--- src/source/beam_pkg.sv ---
// shared definitions for the four-channel complex beamformer
// widths, counts, pipeline latencies and the packed beat types live here
// RTL modules import this package inside their bodies and use scoped
// names for their port types
package beam_pkg;

    // bits in one real or imaginary sample part
    localparam int SAMPLE_WIDTH = 16;

    // bits in one real or imaginary weight part
    localparam int WEIGHT_WIDTH = 8;

    // weights are fractions of 256, so every product is shifted right by this much
    localparam int WEIGHT_FRAC_BITS = 8;

    // complex samples carried in one beat
    localparam int LANES = 8;

    // antenna channels summed into the beam
    localparam int CHANNELS = 4;

    // input beat to weighted beat, one cycle per weighter stage
    localparam int WEIGHTER_LATENCY = 3;

    // input beat to beam output, the combiner adds one register
    localparam int BEAM_LATENCY = 4;

    // one signed sample part
    typedef logic signed [SAMPLE_WIDTH-1:0] sample_t;

    // one signed weight part
    typedef logic signed [WEIGHT_WIDTH-1:0] weight_t;

    // selects the channel whose weight is written
    typedef logic [$clog2(CHANNELS)-1:0] channel_sel_t;

    // real part sits in the upper half of the 32-bit word
    typedef struct packed {
        sample_t re;
        sample_t im;
    } cplx_sample_t;

    typedef struct packed {
        weight_t re;
        weight_t im;
    } cplx_weight_t;

    // lane 0 occupies the low 32 bits of the beat
    typedef cplx_sample_t [LANES-1:0] lane_data_t;

    // used for channel inputs, weighted beats and the beam output alike
    typedef struct packed {
        logic       valid;
        logic       last;
        lane_data_t data;
    } channel_beat_t;

    // write port of the weight bank, sampled on the rising edge when we is high
    typedef struct packed {
        logic         we;
        channel_sel_t sel;
        cplx_weight_t weight;
    } weight_write_t;

endpackage

--- src/source/beam_combiner.sv ---
// sums the four weighted channel beats lane by lane into one beam beat
// a beam beat is formed only when all four channels are valid together
// the output is registered, with zero data whenever it is not valid
`timescale 1ns/1ps

module beam_combiner (
    input  logic                                            clock,
    input  logic                                            resetn,
    input  beam_pkg::channel_beat_t [beam_pkg::CHANNELS-1:0] weighted,
    output beam_pkg::channel_beat_t                          beam_out
);
    import beam_pkg::*;

    // high when every channel delivers a weighted beat this cycle
    logic       all_valid;

    // lane-wise sum of all channels, wrapped to the sample width
    lane_data_t sum_data;

    always_comb begin
        all_valid = 1'b1;
        for (int ch = 0; ch < CHANNELS; ch++) begin
            all_valid = all_valid & weighted[ch].valid;
        end
    end

    // accumulating in 16-bit parts gives the same wrap as a wide sum
    // truncated at the end
    always_comb begin
        sum_data = '0;
        for (int ch = 0; ch < CHANNELS; ch++) begin
            for (int lane = 0; lane < LANES; lane++) begin
                sum_data[lane].re = sum_data[lane].re + weighted[ch].data[lane].re;
                sum_data[lane].im = sum_data[lane].im + weighted[ch].data[lane].im;
            end
        end
    end

    // the beam follows channel 0 for framing, the other last bits are ignored
    // there is no back-pressure, so the beat must be taken when valid
    always_ff @(posedge clock) begin
        if (!resetn) begin
            beam_out <= '0;
        end else begin
            if (all_valid) begin
                beam_out.valid <= 1'b1;
                beam_out.last  <= weighted[0].last;
                beam_out.data  <= sum_data;
            end else begin
                // a partial set of channels makes no beam beat
                beam_out <= '0;
            end
        end
    end

endmodule

--- config.mk ---
export PLATFORM = sky130hd
export DESIGN_NAME = beam_combiner
export DESIGN_NICKNAME = d
export VERILOG_FILES = /design/src/source/beam_pkg.sv /design/src/source/beam_combiner.sv
export SDC_FILE = /design/constraint.sdc
export NUM_CORES = 2
export LEC_CHECK = 0
export ABC_AREA = 1
export BUFFER_PORTS_ARGS = -buffer_cell sky130_fd_sc_hd__buf_2
export CAP_MARGIN = 40
export CORE_AREA = 8 8 501 503
export CTS_CLUSTER_DIAMETER = 80
export DETAILED_ROUTE_END_ITERATION = 16
export DIE_AREA = 0 0 509 511
export PLACE_DENSITY_LB_ADDON = 0.12
export SYNTH_ARGS = -nofsm -noshare
export SYNTH_HDL_FRONTEND = slang
export SYNTH_SLANG_ARGS = --single-unit
--- constraint.sdc ---
create_clock -name clock -period 2.99 [get_ports clock]
set_input_delay 0.1495 -clock clock [delete_from_list [all_inputs] [get_ports clock]]
set_output_delay 0.1495 -clock clock [all_outputs]
set_load 0.02 [all_outputs]
==> results.json <==
{
  "synth_area_um2": 34900,
  "period_minus_slack_ns": 2.86,
  "p_leak_nw": 29.3,
  "synthSimpleGateAreaFrac_pct": 23.3,
  "drtIter0Drc": 1412,
  "final_util_pct": 20.1,
  "wl_um": 198000,
  "drive_gt1_share_pct": 22.1,
  "top_register": "beam_out",
  "finalHoldViolCount": 0,
  "finalWorstSetupSlack_ns": 0.135,
  "muxShareOfSynthArea_pct": 0,
  "ios": 1292,
  "status": "completed",
  "largest_register_ffs": 258,
  "post-route-drc-count": 0,
  "endpoint_kind": "flip-flop",
  "critPathMaxFanout": 3,
  "antenna_found_initial": 125,
  "synth_seq_cells": 258,
  "grt_max_degree": 79,
  "final_common_cell": "inv_1",
  "coreArea_um2": 243000,
  "start_kind": "input port",
  "yosysUniqueCellTypes": 26,
  "vdd_drop_max_mv": 0.414,
  "yosys.area.top_type": "fa_1",
  "fin_crit_sh_pct": 95.5,
  "clockBufferDepth": 3,
  "dieHeight_um": 511,
  "critical_path.cell_chain": "buf_2 -> inv_1 -> fa_1 -> fa_1 -> inv_1 -> nand2_1 -> nand2_1 -> nand2_1 -> dlygate4sd3_1 -> nand3_1 -> dlygate4sd3_1 -> nand2_1 -> dlygate4sd3_1 -> nand2_1 -> nand2_1 -> nor2_1",
  "dp_hpwl_um": 182000,
  "synth_top_area_share_pct": 27.5,
  "relSlewSlack_pct": 55.1,
  "firstDrtPassIters": 5,
  "place_ws_ns": -0.0609,
  "worst-path-buf-inv": 6,
  "slowest_delay_ns": 0.56,
  "critPathArrivalTime_ns": 3.47,
  "die_w_um": 509,
  "cpMaxStageDelayCell": "dlygate4sd3_1",
  "top_regs": "beam_out x258",
  "clock-sinks": 258,
  "grt_pass1_vias": 38200,
  "synth_fa_ha_area_share_pct": 36.1,
  "synth_seq_area_share_pct": 14.8,
  "stdcell_count": 9952,
  "num_vias": 35400,
  "yosys-top-cells-area": "fa_1 (27%), inv_1 (19%), dfxtp_1 (15%)",
  "required_ns": 3.60,
  "synth-compound-area-share_pct": 4.65,
  "grt_overflow": 0,
  "clk_pin_slew_ns": 0.06,
  "ant_nets": 0,
  "h-tree-depth": 2,
  "syn_area_per_cell_um2": 6.70,
  "postSynthCellCount": 5216,
  "final_cell_mix": "inv_1 (1807), nand2_1 (1314), buf_2 (1288)",
  "synth-xor-area-share_pct": 1.23,
  "hp-class": "input port to flip-flop",
  "cts_inserted_buffers": 57,
  "path_class": "input port to flip-flop",
  "grt_pass1_wl_um": 278000,
  "place_congestion": 0.940,
  "avgViaCountPerCell": 3.56,
  "tightestPinTransition_ns": 0.668,
  "setup_viol": 0,
  "cap_violations": 0,
  "cts-root-buf": "clkbuf_16",
  "nFillCells": 28100,
  "synth_top_family_by_area": "adder cells",
  "cts_tree": "yes",
  "dieArea_um2": 260000,
  "initial_utilization_pct": 14.4,
  "wl_per_cell_um": 19.9,
  "grt_usage_pct": 14.8,
  "p_per_area_nw_per_um2": 530,
  "ys_warn_count": 0,
  "portBuffers": 1288,
  "cts_setup_buffers": 0,
  "rows": 181,
  "synth_nets": 6970,
  "max_freq_ghz": 0.350,
  "area_delta_synth_final_pct": 39.8,
  "nets": 8435,
  "placed_cells": 9745,
  "final_max_slew_viol_count": 0,
  "rsz0062_at_grt": "no",
  "path_common_cell": "nand2_1",
  "holdWs_ns": 0.0862,
  "crit_family": "buffers and inverters"
}
[what timing repair did]
item	CTS	global route
hold endpoints to repair	39	0
hold buffers	82	0
gates resized for setup	0	7
setup endpoints to repair	0	8
[worst min-delay path, stage by stage]
cell     delay, ns
buf_2         0.10
xor2_1        0.08
nand2_1       0.06
nand3_1       0.05
nand2_1       0.12
nand2_1       0.06
nand2_1       0.05
nor2_1        0.04
[Yosys cell counts, drive strengths merged]
cell type,count
o21ai,88
xor2,17
nand3b,15
a21oi,217
ha,240
fa,480
nand3,255
clkbuf,5
inv,1808
nor2,431
nor3,16
nand4,1
dfxtp,258
buf,23
nand2,1314
xnor2,32
o21a,13
nor3b,3
[where the power goes]
part	internal [W]	leakage, nW	total [W]	switching, W
clock	0.00448	0.975	0.00717	0.00269
combinational	0.00556	26.2	0.0151	0.00957
sequential	0.00354	2.08	0.00359	0.0000424
total	0.0136	29.3	0.0259	0.0123
[routing by layer]
| layer | vias up | GRT usage, % | wire [µm] |
|---|---|---|---|
| met5 | - | 0 | 316 |
| met4 | 52 | 3.19 | 4720 |
| met1 | 16200 | 18.0 | 83500 |
| met2 | 1146 | 25.8 | 94000 |
| li1 | 17700 | - | - |
| met3 | 248 | 4.48 | 15800 |
[worst paths after layout]
kind / start / endpoint / slack (ns) / cells past startpoint
hold / removal: weighted[143] / beam_out[143] / 0.09 / 8
setup / recovery: weighted[94] / beam_out[95] / 0.13 / 16
[final cells by class]
cell class | count | area, µm² | area share, %
sequential | 258 | 5160 | 10.6
antenna | 23 | 57.6 | 0.118
clock buffer | 70 | 1600 | 3.27
multi-input combinational | 3122 | 22800 | 46.7
timing repair buffer | 1434 | 7930 | 16.2
clock inverter | 35 | 480 | 0.983
tap | 3202 | 4010 | 8.20
inverter | 1808 | 6790 | 13.9
[stage by stage]
step,cell area [µm²],TNS (ns),power (W)
6_report,48900,0,0.0259
5_1_grt,48800,0,0.0288
4_1_cts,48800,0,0.0267
3_5_place_dp,45900,-0.151,0.0188
3_3_place_gp,45900,-0.218,0.0189
2_1_floorplan,34900,0,0.0135
[cell families after synthesis]
family | after synthesis
and+or+nand+nor | 2035
buffers and inverters | 1836
adders and majority gates | 720
AOI/OAI and AO/OA | 318
DFF | 258
xor gates and xnor gates | 49
Power figures use the tool's default switching activity.
