File: src/source/beam_pkg.sv
// shared definitions for the four-channel complex beamformer
// widths, counts, pipeline latencies and the packed beat types live here
// RTL modules import this package inside their bodies and use scoped
// names for their port types
package beam_pkg;

    // bits in one real or imaginary sample part
    localparam int SAMPLE_WIDTH = 16;

    // bits in one real or imaginary weight part
    localparam int WEIGHT_WIDTH = 8;

    // weights are fractions of 256, so every product is shifted right by this much
    localparam int WEIGHT_FRAC_BITS = 8;

    // complex samples carried in one beat
    localparam int LANES = 8;

    // antenna channels summed into the beam
    localparam int CHANNELS = 4;

    // input beat to weighted beat, one cycle per weighter stage
    localparam int WEIGHTER_LATENCY = 3;

    // input beat to beam output, the combiner adds one register
    localparam int BEAM_LATENCY = 4;

    // one signed sample part
    typedef logic signed [SAMPLE_WIDTH-1:0] sample_t;

    // one signed weight part
    typedef logic signed [WEIGHT_WIDTH-1:0] weight_t;

    // selects the channel whose weight is written
    typedef logic [$clog2(CHANNELS)-1:0] channel_sel_t;

    // real part sits in the upper half of the 32-bit word
    typedef struct packed {
        sample_t re;
        sample_t im;
    } cplx_sample_t;

    typedef struct packed {
        weight_t re;
        weight_t im;
    } cplx_weight_t;

    // lane 0 occupies the low 32 bits of the beat
    typedef cplx_sample_t [LANES-1:0] lane_data_t;

    // used for channel inputs, weighted beats and the beam output alike
    typedef struct packed {
        logic       valid;
        logic       last;
        lane_data_t data;
    } channel_beat_t;

    // write port of the weight bank, sampled on the rising edge when we is high
    typedef struct packed {
        logic         we;
        channel_sel_t sel;
        cplx_weight_t weight;
    } weight_write_t;

endpackage

File: src/source/weight_bank.sv
// complex weight registers for the beamformer, one per channel
// a write strobe stores one weight for the selected channel
// the stored weights feed the weighters continuously
`timescale 1ns/1ps

module weight_bank (
    input  logic                                          clock,
    input  logic                                          resetn,
    input  beam_pkg::weight_write_t                       weight_wr,
    output beam_pkg::cplx_weight_t [beam_pkg::CHANNELS-1:0] weights
);
    import beam_pkg::*;

    // the bank is written one channel at a time
    // a write at one edge is seen by the weighters from the next edge on
    always_ff @(posedge clock) begin
        if (!resetn) begin
            // all channels start with a zero weight, so the beam is silent
            // until software programs the bank
            weights <= '0;
        end else begin
            if (weight_wr.we) begin
                // only the addressed register changes
                // the other channels keep steering with their old weight
                weights[weight_wr.sel] <= weight_wr.weight;
            end
        end
    end

endmodule

File: config.mk
export PLATFORM = sky130hd
export DESIGN_NAME = weight_bank
export DESIGN_NICKNAME = d
export VERILOG_FILES = /design/src/source/beam_pkg.sv /design/src/source/weight_bank.sv
export SDC_FILE = /design/constraint.sdc
export NUM_CORES = 1
export LEC_CHECK = 0
export ABC_AREA = 0
export BUFFER_PORTS_ARGS = -buffer_cell sky130_fd_sc_hd__buf_2
export CAP_MARGIN = 0
export CORE_MARGIN = 1.5
export CORE_UTILIZATION = 52
export DETAILED_ROUTE_END_ITERATION = 12
export GPL_TIMING_DRIVEN = 0
export PLACE_DENSITY_LB_ADDON = 0.2
export SLEW_MARGIN = 20
export SYNTH_ARGS = -nofsm -noshare
export SYNTH_HDL_FRONTEND = slang
export SYNTH_SLANG_ARGS = --single-unit
File: constraint.sdc
create_clock -name clock -period 1.8 [get_ports clock]
set_input_delay 0 -clock clock [delete_from_list [all_inputs] [get_ports clock]]
set_output_delay 0 -clock clock [all_outputs]
set_load 0.03 [all_outputs]
==> results.sh <==
export IMPL_status="completed"
export IMPL_clk_latency_ps=330
export IMPL_synth_warnings=0
export IMPL_grt_pass1_vias=1800
export IMPL_critPathCaptureType="primary output"
export IMPL_hpwl_um=3660
export IMPL_grt_usage_pct=22.8
export IMPL_portBuffers=83
export IMPL_rr_endpoint="weights[46]$_SDFFE_PN0P_"
export IMPL_pin_count=85
export IMPL_period_needed_ps=887
export IMPL_worst_pin_slew_ps=527
export IMPL_rsz0062_at_grt="no"
export IMPL_cp_depth=1
export IMPL_cts_root_buf="clkbuf_8"
export IMPL_hold_class="input pin to flop"
export IMPL_p_total_mw=2.96
export IMPL_n_antenna_cell=0
export IMPL_cap_violations=0
export IMPL_grt_overflow=0
export IMPL_p_leak_nw=1.69
export IMPL_core_sq_um=4350
export IMPL_min_period_over_period_pct=49.3
export IMPL_routed_via_count=1902
export IMPL_criticalPathCategory="flop to primary output"
export IMPL_avgSynthCellArea_sq_um=10.4
export IMPL_clock_sinks=64
export IMPL_post_cts_setup_buffers=0
export IMPL_gp_congestion=0.771
export IMPL_cts_max_path_buffers=2
export IMPL_top_layer="met4"
export IMPL_first_pass_iters=4
export IMPL_finalNonFillerCells=384
export IMPL_synth_commonest_cells="80 x nand2_1, 64 x dfxtp_1, 64 x mux2i_1"
export IMPL_path_buf_inv=1
export IMPL_ctsResizeCount=0
export IMPL_antenna_found_initial=0
export IMPL_critPathRequiredTime_ps=1800
export IMPL_syn_instance_count=228
export IMPL_crit_start="weights[44]$_SDFFE_PN0P_"
export IMPL_r2r_slack_ps=1170
export IMPL_path_max_fanout=2
export IMPL_htree_levels=3
export IMPL_fillers=344
export IMPL_seq_area_frac_synth_pct=54.1
export IMPL_post_route_util_pct=70.8
export IMPL_max_freq_mhz=1130
export IMPL_cp_slowest_cell="dfxtp_1"
export IMPL_wl_met3_um=316
export IMPL_drc=0
export IMPL_synth_most_common_cell="nand2_1"
export IMPL_via_per_inst=4.95
export IMPL_rows=24
export IMPL_rr_startpoint="weights[46]$_SDFFE_PN0P_"
export IMPL_tns_ps=0
export IMPL_max_slew_margin_rel_pct=64.9
export IMPL_synthArstFlopShare_pct=0
export IMPL_hold_viol=0
export IMPL_worstRegToRegCells=2
export IMPL_cp_top_family="flip-flops"
export IMPL_synth_fp_nets=249
export IMPL_die_w_um=70.5
export IMPL_drtIter0Drc=66
export IMPL_yosys_area_top_type_share_pct=54.1
export IMPL_placed_cells=363
export IMPL_initial_core_util_pct=54.4
export IMPL_multi_input_area_sq_um=978
export IMPL_power_density_nw_per_um2=960
export IMPL_largest_reg_flops=64
export IMPL_cp_start_kind="flop"
export IMPL_crit_end="weights[44]"
export IMPL_tritoncts="done"
export IMPL_synth_ff_latch_count=64
export IMPL_met2_length_um=2460
export IMPL_antenna_left=0
export IMPL_crit_arrival_ps=890
export IMPL_yosysUniqueCellTypes=11
export IMPL_grt_pass1_wl_um=8630
export IMPL_drt_wirelength_per_cell_um=14.0
export IMPL_crit_path_cell_trace="buf_2"
export IMPL_ir_drop_uv=506
export IMPL_synth_top_area_cell="dfxtp_1"
export IMPL_drv_slew=0
export IMPL_syn_cell_area_sq_um=2370
export IMPL_syn_to_final_growth_pct=30.2
export IMPL_wl_um=5390
export IMPL_final_nets=348
export IMPL_fp_dieArea_sq_um=4970
export IMPL_slowest_delay_ps=350
export IMPL_grt_max_degree=11
export IMPL_fp_dieH_um=70.5
export IMPL_top_register="weights"
export IMPL_seqCellArea_sq_um=1280
export IMPL_drive_above_1_share_pct=33.1
export IMPL_finClkSkew_ps=0
export IMPL_numCtsBuffers=9
export IMPL_synth_area_top_cells="dfxtp_1 54%, mux2i_1 27%, nand2_1 13%, buf_6 1.4%, buf_4 0.95%"
export IMPL_reg_top3="weights x64"
export IMPL_path_clk_slew_ps=70
export IMPL_m1WireLength_um=2470
export IMPL_setup_violations=0
export IMPL_synth_edf_count=0
export IMPL_ys_flop_type="dfxtp_1"
-- layout make-up --
cell class,count,share of cell area [%]
flip-flops and latches,64,41.6
multi-input cells,148,31.7
repair buffers,88,15.1
clock buffers,13,5.48
plain buffers,16,3.53
well taps,52,2.11
clock inverters,3,0.487
-- through the flow --
| step | worst slack, ps | cell area (sq um) | hold slack, ps |
|---|---|---|---|
| 2_1_floorplan | 1060 | 2370 | 204 |
| 3_3_place_gp | 858 | 2850 | 328 |
| 3_5_place_dp | 850 | 2850 | 340 |
| 4_1_cts | 903 | 3080 | 0.905 |
| 5_1_grt | 881 | 3080 | 21.7 |
| 6_report | 913 | 3080 | 0.305 |
-- metal layers --
| layer | up-vias | GRT usage (%) |
|---|---|---|
| met5 | - | 0 |
| met4 | 0 | 12.4 |
| met3 | 12 | 5.92 |
| met2 | 52 | 34.2 |
| met1 | 886 | 29.8 |
| li1 | 952 | - |
-- what timing repair did --
action	4_1_cts	5_1_grt
setup endpoints to repair	0	0
hold endpoints to repair	9	0
hold buffers	5	0
-- worst min path at each step --
stage	start	end	slack (ps)	cells after the start
floorplan	weight_wr[4]	weights[20]$_SDFFE_PN0P_	200	2
global placement	weight_wr[4]	weights[20]$_SDFFE_PN0P_	330	3
detailed placement	weight_wr[12]	weights[60]$_SDFFE_PN0P_	340	3
CTS	weight_wr[10]	weights[42]$_SDFFE_PN0P_	0.9	3
global route	weight_wr[10]	weights[42]$_SDFFE_PN0P_	20	3
finish	weight_wr[9]	weights[25]$_SDFFE_PN0P_	0.3	3
-- report_power, final --
group	internal (mW)	switching (mW)	leakage, nW	total [mW]
Combinational	0.119	0.228	1.07	0.347
Clock	0.606	0.517	0.0992	1.12
Sequential	1.47	0.0236	0.520	1.49
Total	2.19	0.769	1.69	2.96
-- cell families (layout without fill, tap and decap cells) --
| family | count (synthesis) | after routing | synth area share, % |
|---|---|---|---|
| AND/OR/NAND/NOR | 84 | 84 | 14.3 |
| multiplexers | 64 | 64 | 27.0 |
| flip-flops | 64 | 64 | 54.1 |
| buffers and inverters | 16 | 120 | 4.60 |
-- placed cells by master (no fill, tap or decap) --
master | Yosys | layout
dlygate4sd3_1 | 0 | 5
nand3_2 | 1 | 1
buf_8 | 1 | 1
clkbuf_1 | 6 | 7
clkbuf_8 | 0 | 12
nand2_1 | 80 | 80
mux2i_1 | 64 | 64
dfxtp_1 | 64 | 64
nand3b_1 | 2 | 2
buf_4 | 3 | 3
buf_2 | 3 | 86
buf_6 | 3 | 3
nor3b_2 | 1 | 1
clkinv_2 | 0 | 3
Note: power is estimated with default switching activity, not from simulation.
